--- config.mk ---
export PLATFORM = sky130hd
export DESIGN_NAME = sample_discriminator
export DESIGN_NICKNAME = d
export VERILOG_FILES = /design/src/hdl/disc_pkg.sv /design/src/hdl/hysteresis_trigger.sv /design/src/hdl/sample_discriminator.sv /design/src/hdl/sample_gate.sv /design/src/hdl/trigger_select.sv
export VERILOG_INCLUDE_DIRS = /design/src /design/src/hdl
export SDC_FILE = /design/constraint.sdc
export NUM_CORES = 2
export LEC_CHECK = 0
export ABC_AREA = 1
export BUFFER_PORTS_ARGS = -buffer_cell sky130_fd_sc_hd__buf_2
export CORE_ASPECT_RATIO = 1.75
export CORE_MARGIN = 2
export CORE_UTILIZATION = 53
export CTS_BUF_LIST = sky130_fd_sc_hd__clkbuf_16
export DETAILED_ROUTE_END_ITERATION = 10
export GPL_ROUTABILITY_DRIVEN = 0
export PLACE_DENSITY = 0.73
export SETUP_SLACK_MARGIN = 0.1
export SYNTH_ARGS = -nofsm -noshare
export SYNTH_HDL_FRONTEND = slang
export SYNTH_HIERARCHICAL = 1
export SYNTH_SLANG_ARGS = --single-unit
--- constraint.sdc ---
create_clock -name adc_clk -period 3.06 [get_ports adc_clk]
set_input_delay 0.612 -clock adc_clk [delete_from_list [all_inputs] [get_ports adc_clk]]
set_output_delay 0.612 -clock adc_clk [all_outputs]
set_load 0.01 [all_outputs]
--- src/hdl/disc_defs.svh ---
/* channel counts, sample and timestamp widths, delay line depth and
   configuration field widths for the sample discriminator */

`ifndef DISC_DEFS_SVH
`define DISC_DEFS_SVH

// adc receive channels and digital trigger inputs
`define DISC_CHANNELS 4
`define DISC_DIG_CHANNELS 2

// signed adc sample
`define DISC_SAMPLE_WIDTH 16

// delay line length, start/stop/hold delays stay below it
`define DISC_DELAY_DEPTH 32
`define DISC_TIMER_BITS 5

`define DISC_TSTAMP_WIDTH 32

// 0..3 analog channel, 4..5 digital input
`define DISC_SRC_BITS 3

`endif

--- src/hdl/disc_pkg.sv ---
/* sample, channel bus, per-channel configuration and timestamp bus types */

package disc_pkg;

  `include "disc_defs.svh"

  typedef logic signed [`DISC_SAMPLE_WIDTH-1:0] sample_t;

  // one valid bit and one sample per channel
  typedef struct packed {
    logic [`DISC_CHANNELS-1:0] valid;
    sample_t [`DISC_CHANNELS-1:0] data;
  } chan_bus_t;

  // static per-channel settings, changed only under reset-state
  typedef struct packed {
    sample_t low_thresh;
    sample_t high_thresh;
    logic [`DISC_TIMER_BITS-1:0] start_delay;
    logic [`DISC_TIMER_BITS-1:0] stop_delay;
    // only used from channels 0 and 1, one per digital input
    logic [`DISC_TIMER_BITS-1:0] dig_hold;
    logic [`DISC_SRC_BITS-1:0] source;
    logic bypass;
  } chan_cfg_t;

  typedef chan_cfg_t [`DISC_CHANNELS-1:0] disc_cfg_t;

  // burst start timestamps, one per channel
  typedef struct packed {
    logic [`DISC_CHANNELS-1:0] valid;
    logic [`DISC_CHANNELS-1:0][`DISC_TSTAMP_WIDTH-1:0] tstamp;
  } tstamp_bus_t;

endpackage

--- src/hdl/hysteresis_trigger.sv ---
/* analog trigger with per-channel hysteresis between low and high thresholds */

`timescale 1ns/1ps
`include "disc_defs.svh"

module hysteresis_trigger (
  input  logic                      adc_clk,
  input  logic                      reset_i,
  input  logic                      adc_reset_state_i,
  input  disc_pkg::chan_bus_t       adc_data_i,
  input  disc_pkg::disc_cfg_t       cfg_i,
  output logic [`DISC_CHANNELS-1:0] analog_trig_o
);

  import disc_pkg::*;

  logic [`DISC_CHANNELS-1:0] above_high;
  logic [`DISC_CHANNELS-1:0] below_low;
  logic [`DISC_CHANNELS-1:0] trig_state;

  // signed threshold compares
  always_comb begin
    for (int ch = 0; ch < `DISC_CHANNELS; ch++) begin
      above_high[ch] = sample_t'(adc_data_i.data[ch]) > sample_t'(cfg_i[ch].high_thresh);
      below_low[ch] = sample_t'(adc_data_i.data[ch]) < sample_t'(cfg_i[ch].low_thresh);
    end
  end

  // set above high, clear below low, hold in between
  always_ff @(posedge adc_clk) begin
    if (reset_i || adc_reset_state_i) begin
      trig_state <= '0;
    end else begin
      for (int ch = 0; ch < `DISC_CHANNELS; ch++) begin
        if (adc_data_i.valid[ch]) begin
          if (above_high[ch]) begin
            trig_state[ch] <= 1'b1;
          end else if (below_low[ch]) begin
            trig_state[ch] <= 1'b0;
          end
        end
      end
    end
  end

  assign analog_trig_o = trig_state;

  // a crossed pair of thresholds would make the flag depend on compare order
  for (genvar ch = 0; ch < `DISC_CHANNELS; ch++) begin : g_thresh_chk
    assert property (@(posedge adc_clk) disable iff (reset_i)
      $signed(cfg_i[ch].low_thresh) <= $signed(cfg_i[ch].high_thresh))
      else $error("channel %0d low_thresh above high_thresh", ch);
  end

endmodule

--- src/hdl/sample_discriminator.sv ---
/* top level of the discriminator: trigger stages, data alignment registers
   and one sample gate per channel */

`timescale 1ns/1ps
`include "disc_defs.svh"

module sample_discriminator (
  input  logic                          adc_clk,
  input  logic                          reset_i,
  input  logic                          adc_reset_state_i,
  input  disc_pkg::chan_bus_t           adc_data_i,
  input  logic [`DISC_DIG_CHANNELS-1:0] adc_digital_trigger_i,
  input  disc_pkg::disc_cfg_t           cfg_i,
  output disc_pkg::chan_bus_t           adc_data_o,
  output disc_pkg::tstamp_bus_t         adc_tstamp_o
);

  import disc_pkg::*;

  logic [`DISC_CHANNELS-1:0] analog_trig;
  logic [`DISC_CHANNELS-1:0] chan_trig;

  chan_bus_t data_q1;
  chan_bus_t data_d;

  logic gate_valid [`DISC_CHANNELS];
  sample_t gate_sample [`DISC_CHANNELS];
  logic gate_tvalid [`DISC_CHANNELS];
  logic [`DISC_TSTAMP_WIDTH-1:0] gate_tstamp [`DISC_CHANNELS];

  hysteresis_trigger hysteresis_trigger_inst (
    .adc_clk           (adc_clk),
    .reset_i           (reset_i),
    .adc_reset_state_i (adc_reset_state_i),
    .adc_data_i        (adc_data_i),
    .cfg_i             (cfg_i),
    .analog_trig_o     (analog_trig)
  );

  trigger_select trigger_select_inst (
    .adc_clk               (adc_clk),
    .reset_i               (reset_i),
    .adc_reset_state_i     (adc_reset_state_i),
    .adc_valid_i           (|adc_data_i.valid),
    .analog_trig_i         (analog_trig),
    .adc_digital_trigger_i (adc_digital_trigger_i),
    .cfg_i                 (cfg_i),
    .chan_trig_o           (chan_trig)
  );

  // two stages to line samples up with chan_trig
  // valids are flushed under reset-state so no old sample leaks out
  always_ff @(posedge adc_clk) begin
    data_q1.data <= adc_data_i.data;
    data_d.data <= data_q1.data;
    if (reset_i || adc_reset_state_i) begin
      data_q1.valid <= '0;
      data_d.valid <= '0;
    end else begin
      data_q1.valid <= adc_data_i.valid;
      data_d.valid <= data_q1.valid;
    end
  end

  for (genvar ch = 0; ch < `DISC_CHANNELS; ch++) begin : g_chan
    sample_gate sample_gate_inst (
      .adc_clk           (adc_clk),
      .reset_i           (reset_i),
      .adc_reset_state_i (adc_reset_state_i),
      .valid_i           (data_d.valid[ch]),
      .sample_i          (data_d.data[ch]),
      .trig_i            (chan_trig[ch]),
      .cfg_i             (cfg_i[ch]),
      .valid_o           (gate_valid[ch]),
      .sample_o          (gate_sample[ch]),
      .tstamp_valid_o    (gate_tvalid[ch]),
      .tstamp_o          (gate_tstamp[ch])
    );
  end

  // gather per-channel results onto the output buses
  always_comb begin
    for (int ch = 0; ch < `DISC_CHANNELS; ch++) begin
      adc_data_o.valid[ch] = gate_valid[ch];
      adc_data_o.data[ch] = gate_sample[ch];
      adc_tstamp_o.valid[ch] = gate_tvalid[ch];
      adc_tstamp_o.tstamp[ch] = gate_tstamp[ch];
    end
  end

endmodule

--- src/hdl/sample_gate.sv ---
/* one channel's pre-trigger delay line, gate window countdown, bypass path
   and burst timestamp counter */

`timescale 1ns/1ps
`include "disc_defs.svh"

module sample_gate (
  input  logic                          adc_clk,
  input  logic                          reset_i,
  input  logic                          adc_reset_state_i,
  input  logic                          valid_i,
  input  disc_pkg::sample_t             sample_i,
  input  logic                          trig_i,
  input  disc_pkg::chan_cfg_t           cfg_i,
  output logic                          valid_o,
  output disc_pkg::sample_t             sample_o,
  output logic                          tstamp_valid_o,
  output logic [`DISC_TSTAMP_WIDTH-1:0] tstamp_o
);

  import disc_pkg::*;

  sample_t delay_mem [`DISC_DELAY_DEPTH];
  sample_t tap_sample;

  logic [`DISC_TIMER_BITS-1:0] wr_ptr;
  logic [`DISC_TIMER_BITS-1:0] rd_ptr;
  // samples stored since reset-state, saturating
  logic [`DISC_TIMER_BITS-1:0] fill_cnt;
  logic [`DISC_TIMER_BITS:0] window_len;
  logic [`DISC_TIMER_BITS:0] post_cnt;
  // index of the sample arriving now
  logic [`DISC_TSTAMP_WIDTH-1:0] sample_idx;
  logic [`DISC_TSTAMP_WIDTH-1:0] start_ext;

  logic fill_ok;
  logic gate_open;
  logic rel_sample;
  logic prev_rel;

  ////////////////////////////////////////////////////////////////////////////
  // delay line
  ////////////////////////////////////////////////////////////////////////////
  always_ff @(posedge adc_clk) begin
    if (valid_i) begin
      delay_mem[wr_ptr] <= sample_i;
    end
  end

  // tap start_delay samples back, zero delay takes the live sample
  assign rd_ptr = wr_ptr - cfg_i.start_delay;
  assign tap_sample = (cfg_i.start_delay == '0) ? sample_i : delay_mem[rd_ptr];
  assign fill_ok = fill_cnt >= cfg_i.start_delay;

  ////////////////////////////////////////////////////////////////////////////
  // gate window
  ////////////////////////////////////////////////////////////////////////////
  // the released sample trails the trigger by start_delay, so the window
  // after trigger fall covers both delays
  assign window_len = {1'b0, cfg_i.start_delay} + {1'b0, cfg_i.stop_delay};
  assign gate_open = trig_i || (post_cnt != '0);
  assign rel_sample = valid_i && fill_ok && gate_open;

  assign start_ext = {{(`DISC_TSTAMP_WIDTH-`DISC_TIMER_BITS){1'b0}}, cfg_i.start_delay};

  always_ff @(posedge adc_clk) begin
    if (reset_i || adc_reset_state_i) begin
      wr_ptr <= '0;
      fill_cnt <= '0;
      post_cnt <= '0;
      sample_idx <= '0;
      prev_rel <= 1'b0;
    end else if (valid_i) begin
      wr_ptr <= wr_ptr + 1'b1;
      if (fill_cnt != '1) begin
        fill_cnt <= fill_cnt + 1'b1;
      end
      if (trig_i) begin
        post_cnt <= window_len;
      end else if (post_cnt != '0) begin
        post_cnt <= post_cnt - 1'b1;
      end
      sample_idx <= sample_idx + 1'b1;
      prev_rel <= rel_sample;
    end
  end

  ////////////////////////////////////////////////////////////////////////////
  // output register
  ////////////////////////////////////////////////////////////////////////////
  always_ff @(posedge adc_clk) begin
    if (reset_i || adc_reset_state_i) begin
      valid_o <= 1'b0;
      tstamp_valid_o <= 1'b0;
    end else begin
      valid_o <= cfg_i.bypass ? valid_i : rel_sample;
      // first released sample after a closed gate starts a burst
      tstamp_valid_o <= !cfg_i.bypass && rel_sample && !prev_rel;
    end
  end

  always_ff @(posedge adc_clk) begin
    if (valid_i) begin
      sample_o <= cfg_i.bypass ? sample_i : tap_sample;
      tstamp_o <= sample_idx - start_ext;
    end
  end

  // a longer window would let the countdown wrap past the line depth
  assert property (@(posedge adc_clk) disable iff (reset_i)
    window_len < `DISC_DELAY_DEPTH)
    else $error("start_delay + stop_delay = %0d exceeds delay depth", window_len);

  assert property (@(posedge adc_clk) disable iff (reset_i)
    tstamp_valid_o |-> valid_o)
    else $error("timestamp issued without an output sample");

endmodule

--- src/hdl/trigger_select.sv ---
/* digital trigger pulse stretchers and the registered per-channel trigger
   source multiplexer */

`timescale 1ns/1ps
`include "disc_defs.svh"

module trigger_select (
  input  logic                          adc_clk,
  input  logic                          reset_i,
  input  logic                          adc_reset_state_i,
  input  logic                          adc_valid_i,
  input  logic [`DISC_CHANNELS-1:0]     analog_trig_i,
  input  logic [`DISC_DIG_CHANNELS-1:0] adc_digital_trigger_i,
  input  disc_pkg::disc_cfg_t           cfg_i,
  output logic [`DISC_CHANNELS-1:0]     chan_trig_o
);

  // remaining samples the digital level may still cover
  logic [`DISC_DIG_CHANNELS-1:0][`DISC_TIMER_BITS:0] hold_cnt;
  logic [`DISC_DIG_CHANNELS-1:0] dig_level;
  // analog sources in the low bits, digital above them
  logic [`DISC_CHANNELS+`DISC_DIG_CHANNELS-1:0] trig_src;

  ////////////////////////////////////////////////////////////////////////////
  // pulse stretchers, counted in valid samples
  ////////////////////////////////////////////////////////////////////////////
  always_ff @(posedge adc_clk) begin
    if (reset_i || adc_reset_state_i) begin
      hold_cnt <= '0;
      dig_level <= '0;
    end else begin
      for (int d = 0; d < `DISC_DIG_CHANNELS; d++) begin
        if (adc_valid_i) begin
          // a pulse on a valid cycle covers that sample too
          if (adc_digital_trigger_i[d] || hold_cnt[d] != '0) begin
            dig_level[d] <= 1'b1;
            hold_cnt[d] <= adc_digital_trigger_i[d] ? {1'b0, cfg_i[d].dig_hold}
                                                    : hold_cnt[d] - 1'b1;
          end else begin
            dig_level[d] <= 1'b0;
          end
        end else if (adc_digital_trigger_i[d]) begin
          dig_level[d] <= 1'b1;
          hold_cnt[d] <= {1'b0, cfg_i[d].dig_hold} + 1'b1;
        end
      end
    end
  end

  assign trig_src = {dig_level, analog_trig_i};

  ////////////////////////////////////////////////////////////////////////////
  // source multiplexer
  ////////////////////////////////////////////////////////////////////////////
  always_ff @(posedge adc_clk) begin
    if (reset_i || adc_reset_state_i) begin
      chan_trig_o <= '0;
    end else begin
      for (int ch = 0; ch < `DISC_CHANNELS; ch++) begin
        if (cfg_i[ch].source < `DISC_CHANNELS + `DISC_DIG_CHANNELS) begin
          chan_trig_o[ch] <= trig_src[cfg_i[ch].source];
        end else begin
          chan_trig_o[ch] <= 1'b0;
        end
      end
    end
  end

  for (genvar ch = 0; ch < `DISC_CHANNELS; ch++) begin : g_src_chk
    assert property (@(posedge adc_clk) disable iff (reset_i)
      cfg_i[ch].source < `DISC_CHANNELS + `DISC_DIG_CHANNELS)
      else $error("channel %0d selects illegal source %0d", ch, cfg_i[ch].source);
  end

endmodule

Yosys cells after proc, flatten, opt, wreduce, memory -nomap -nowiden
Memories as Yosys holds them, arrays and structs flattened.
Index checks and enable logic that the tools add are counted.

storage, ports and cells
  memory bits (writable) = 2048
  memories = 4
  output and inout bits = 200
  flip-flop bits (word level) = 554

cells by class
  reductions and logical operators = 70
  multiplexer cells = 58
  magnitude comparators = 20
  $add $sub $neg = 32
  equality and inequality tests = 6
  bitwise logic cells = 4

memory list
  memory                                words  width  rd ports  clocked after memory_dff  write ports  RTL line           source
  g_chan[0].sample_gate_inst.delay_mem  32     16     1         0                         1            sample_gate.sv:23  sample_t delay_mem [`DISC_DELAY_DEPTH];
  g_chan[1].sample_gate_inst.delay_mem  32     16     1         0                         1            sample_gate.sv:23
  g_chan[2].sample_gate_inst.delay_mem  32     16     1         0                         1            sample_gate.sv:23
  g_chan[3].sample_gate_inst.delay_mem  32     16     1         0                         1            sample_gate.sv:23

operator list
  kind                                                        count
  adder 32 x 1 -> 32 bit, second input constant               4
  2-to-1 mux 16 bit                                           8
  subtractor 32 x 5 -> 32 bit                                 4
  2-to-1 mux 6 bit                                            16
  > comparator 16 bit                                         4
  less-than comparator 16 bit                                 4
  adder 5 x 1 -> 5 bit, second input constant                 8
  nonzero test 6 bit                                          6
  subtractor 6 x 1 -> 6 bit, second input constant            6
  2-to-1 mux 1 bit                                            30
  AND reduction 2 bit                                         14
  adder 5 x 5 -> 6 bit                                        4
  >= comparator 5 bit                                         4
  zero test 5 bit                                             4
  inequality test 5 bit, second input constant                4
  nonzero test 2 bit                                          10
  subtractor 5 bit                                            4
  logical AND 1 bit                                           16
  less-than comparator 3 x 4 -> 1 bit, second input constant  4
  adder 5 x 1 -> 6 bit, second input constant                 2
  binary-select mux 1 bit (select 3 bit)                      4
  less-than comparator 3 bit, second input constant           4
  zero test 1 bit                                             8
  OR reduction 2 bit                                          4
  4 further kinds                                             14

Depth between registers and ports, before layout
  depth in word-level cells = 5
  mapped depth = 16

Hierarchy
The synthesis kept the hierarchy.

by module, submodules not included
  module                                        area each (µm²)  cells an instance  times used
  sample_gate (g_chan[0].sample_gate_inst ...)  27665.3          2867               2
  sample_gate (g_chan[2].sample_gate_inst ...)  27476.4          2803               2
  hysteresis_trigger                            3498.4           568                1
  sample_discriminator                          2832.7           158                1
  trigger_select                                1500.2           233                1

Worst setup path after synthesis
Ideal clock, no wire load.

  path kind = register -> register
  start = register data_d[64] (netlist bit)
  end = memory g_chan[0].sample_gate_inst/delay_mem[20][0] (netlist bit) (enable)
  clock period less this slack = 3264 ps
  cell stages (with the launch flop) = 5
  setup slack = -204 ps
  library setup time = 388 ps
  arrival time = 2875 ps
  buffers on the path = 2
  cells stage by stage = dfxtp_1 -> buf_4 -> clkbuf_1 -> nand2_1 -> nor2_1

between the ends
  word-level cells in the longest chain between the ends = 2

ends and longest elaborated chain
  item                                    RTL line                    source
  from (decl)                             sample_discriminator.sv:24  chan_bus_t data_d;
  2-to-1 mux 1 bit                        sample_gate.sv:45           if (valid_i) begin
  2-to-1 mux 1 bit (not written as such)  sample_gate.sv:46           delay_mem[wr_ptr] <= sample_i;
  to (decl)                               sample_gate.sv:23

Every way passes these cells.

Final worst setup path
  start = register g_chan[3].sample_gate_inst.wr_ptr[0]
  end = register g_chan[3].sample_gate_inst.sample_o[7], data pin

between the ends
  word-level cells in the longest chain between the ends = 4

ends and longest elaborated chain
  item                    RTL line            source
  from (decl)             sample_gate.sv:26   logic [`DISC_TIMER_BITS-1:0] wr_ptr;
  from (signal assigned)  sample_gate.sv:74   wr_ptr <= wr_ptr + 1'b1;
  subtractor 5 bit        sample_gate.sv:51   assign rd_ptr = wr_ptr - cfg_i.start_delay;
  memory (32 x 16 bit)    n/a
  2-to-1 mux 16 bit       sample_gate.sv:52   assign tap_sample = (cfg_i.start_delay == '0) ? sample_i : delay_mem[rd_ptr];
  2-to-1 mux 16 bit       sample_gate.sv:104  sample_o <= cfg_i.bypass ? sample_i : tap_sample;
  to (signal assigned)    sample_gate.sv:104
  to (decl)               sample_gate.sv:16   output disc_pkg::sample_t sample_o,

Every way passes these cells.
A chain may end at the register's enable or synchronous reset.

==> summary.md <==
| Metric | Value |
|---|---|
| Vias in the first global route | slightly below 90k |
| Reg-to-Reg End | g_chan[3].sample_gate_inst/sample_o[7] |
| Critical path class | reg -> reg |
| DP Wirelength | 215000 um |
| Pin count of the biggest net entering global routing | a little over 100 |
| Commonest cells post-synth | nand2_1 (3463), edfxtp_1 (2240), inv_1 (2065), nand3_1 (1839), nor2_1 (567) |
| Max-slew violations | 0 |
| Crit-path max FO | 21 |
| Mapped Nets | about 13k |
| Share of the synthesized area in the top cell type | 56.9% |
| Final Hold Viols | 0 |
| Internal | around 57 mW |
| Sequential power share | between 50% and 60% |
| Wire per inst | between 15 and 20 um |
| Final Total Pwr | between 70 and 80 mW |
| Via count | between 80k and 90k |
| Worst skew pair latency | about 910 ps |
| Total global-route track usage | 27.4% |
| Kind of end point of the critical path | flop |
| Switch share | roughly a quarter |
| Hold_sp | cfg_i[2] |
| Clock group share of total power | between 30% and 40% |
| Post-route ant nets | 0 |
| Fin crit share | 96.2% |
| Failing checks | DRC |
| Num CTS Buffers | 232 |
| Die height | 629 um |
| Seq/Total Area, Yosys | approximately 63% |
| IO Pins | between 400 and 500 |
| Congestion Overflow GR | 0 |
| Reg clk slew, reported paths | roughly 70 ps |
| Maximum clock rate | 340 MHz |
| Startpoint types | flop |
| Worst-Margin Slew | 1340 ps |
| WP data required | about 3700 ps |
| Clock Tree Buf Depth | 4 |
| EDFF count, synth | 2240 |
| Primary FF master, synth | edfxtp_1 |
| Power Density | 556 mW/mm^2 |
| Die X | approximately 360 um |
| Top post-synthesis cells by area | edfxtp_1 (57%), nand2_1 (11%), nand3_1 (7.8%) |
| Starting Density | between 50% and 60% |
| Die area | 0.227 sq mm |
| Unrepaired setup endpoints after global routing | yes |
| HP Class | in -> reg |
| Residual DRC count | 1 |
| Initial DRC count | between 7k and 8k |
| Peak VDD IR | 0.521 mV |
| Cell taking the most area after synthesis | edfxtp_1 |
| Fin crit period | about 3000 ps |
| Share of cells above drive strength 1 | approximately 11% |
| Critical R2R Launch | g_chan[3].sample_gate_inst/wr_ptr[0] |
| Leakage | 59.1 nW |
| Status | complete, but fails checks |
| P_sw | between 15 and 20 mW |
| Reg2Reg Depth | 13 |
| Seq cells post-synth | around 2.6k |
| Synth Instances | between 10k and 15k |
| # port buffers | 466 |
| Area grow syn2layout | 14.7% |
| Comb pwr share | a little under a tenth |
| CTS H-tree depth | 4 |
| Most frequent cell after synthesis | nand2_1 |
| Synthesized area | approximately 0.12 sq mm |
| CTS tree | yes |
| Slew headroom | 10.2% |
| Total number of yosys warnings | 6 |
| Routed wire length | roughly 320000 um |
| R2R setup slack | ~120 ps |
| Synthesized area per cell | ~9.6 sq um |
| First-pass GRT wire length | between 400000 and 500000 um |
| Initial antenna violation count | 10 |
| Hold WS | between 100 and 150 ps |
| Std-Cell Rows | around 230 |
| Core Box Area | around 0.22 sq mm |
| TritonRoute pass-1 iters | 6 |
| Via density | between 5 and 6 |
| Max-cap violation count | 0 |
| Clk sinks | approximately 2.6k |
| Hold EP | trigger_select_inst/chan_trig_o[0] |
| Hold depth | 4 |
| Worst EP arrival | approximately 3600 ps |
| Clk root buf | clkbuf_16 |
| Layout Skew | 68.1 ps |
| Async SR Flop Fraction | 0% |
| Setup-failing EPs final | 0 |
| Netlist cell types | 52 |
| Nets | about 14k |
## layout make-up
class / count / area (sq um)
diodes: 7 / 17.5
clock inverters: 185 / 1580
multi-input cells: 7097 / 33900
fillers: 17300 / 86600
repair buffers: 1032 / 8070
well taps: 2887 / 3610
inverters: 2088 / 7870
clock buffers: 237 / 5930
flip-flops and latches: 2602 / 74500
## cell usage in the layout (no fill, tap or decap), types with 30 or more instances in the layout
cell,count
dfxtp_1,355
dlygate4sd3_1,72
ha_1,238
clkinv_1,42
buf_2,466
nand3_1,1823
inv_1,2088
a21oi_1,259
buf_12,91
xnor2_1,30
clkbuf_16,241
or2_2,69
o21ai_0,185
edfxtp_1,2240
xor2_1,81
nor3_1,111
nand2_1,3457
clkinv_2,45
buf_4,386
nor2_1,563
nand4_1,60
## through the flow
step | util (%) | setup WS, ps | area, sq um | cells | TNS [ps]
detailed placement | 57.1 | -166 | 127000 | 15600 | -3710
CTS | 60.9 | 100 | 135000 | 16100 | 0
floorplan | - | 333 | 118000 | 12300 | 0
finish | 61.0 | 118 | 135000 | 16100 | 0
global route | 61.0 | 66.8 | 135000 | 16100 | 0
global placement | 57.1 | -199 | 127000 | 15600 | -3120
## logic make-up after synthesis
| logic type | share of synthesized area (%) |
|---|---|
| simple gates | 22.2 |
| flops | 63.1 |
| buf+inv | 8.48 |
| compound gates | 2.50 |
| fa+ha+maj | 2.77 |
| xor+xnor | 0.980 |
## state kept, by name, indices dropped and copies added, names as in the netlist, 12 cells and up
signal / count
g_chan.sample_gate_inst/post_cnt: 24
g_chan.sample_gate_inst/delay_mem: 2048
trigger_select_inst/hold_cnt: 12
g_chan.sample_gate_inst/fill_cnt: 20
g_chan.sample_gate_inst/wr_ptr: 20
data_q1: 68
g_chan.sample_gate_inst/sample_o: 64
g_chan.sample_gate_inst/sample_idx: 128
data_d: 68
g_chan.sample_gate_inst/tstamp_o: 128
## power by group through the flow
stage / Combinational (mW) / Clock (mW) / Sequential (mW)
3_3_place_gp: 6.75 / 0 / 39.7
6_report: 7.26 / 29.1 / 38.9
4_1_cts: 7.04 / 29.5 / 38.9
5_1_grt: 7.85 / 30.7 / 38.9
3_5_place_dp: 6.92 / 0 / 39.7
2_1_floorplan: 3.92 / 0 / 39.7
## layer usage
metal	share of wire, %	vias to the layer above	track usage [%]	routed length (um)
met3	7.6	1135	4.13	24200
met4	7.3	2	18.4	23200
met1	35	41800	30.6	112000
met5	0.0041	-	0	13
met2	50	4308	48.3	160000
li1	-	41400	-	-
## how the worst max path moves through the flow
stage | start | endpoint | cells past startpoint
final | g_chan[3].sample_gate_inst/wr_ptr[0] | g_chan[3].sample_gate_inst/sample_o[7] | 13
after floorplan | data_d[64] | g_chan[0].sample_gate_inst/delay_mem[20][0] | 4
after CTS | g_chan[3].sample_gate_inst/wr_ptr[0] | g_chan[3].sample_gate_inst/sample_o[7] | 13
after global routing | g_chan[1].sample_gate_inst/wr_ptr[0] | g_chan[1].sample_gate_inst/sample_o[14] | 13
after detailed placement | cfg_i[65] | g_chan[1].sample_gate_inst/sample_o[11] | 12
after global placement | cfg_i[65] | g_chan[1].sample_gate_inst/sample_o[11] | 12
## worst max-delay path: stages, from the launching register on
cell and delay, ps:
dfxtp_2 380, inv_2 70, ha_4 160, fa_4 860, inv_4 100, buf_12 180, nand3_1 100, nand3_1 120
nand2_2 130, nand2_1 70, nand3_1 200, nand3_1 100, nand2_1 110, inv_1 40
## what timing repair did
item / in CTS / in global routing
hold endpoints to repair: 75 / 0
gates resized for setup: 3 / 39
hold buffers: 72 / 0
buffers inserted: 0 / 5
setup endpoints to repair: 2 / 58
cloned: 0 / 4
pin swaps: 1 / 5
Note: power is estimated with default switching activity, not from simulation.
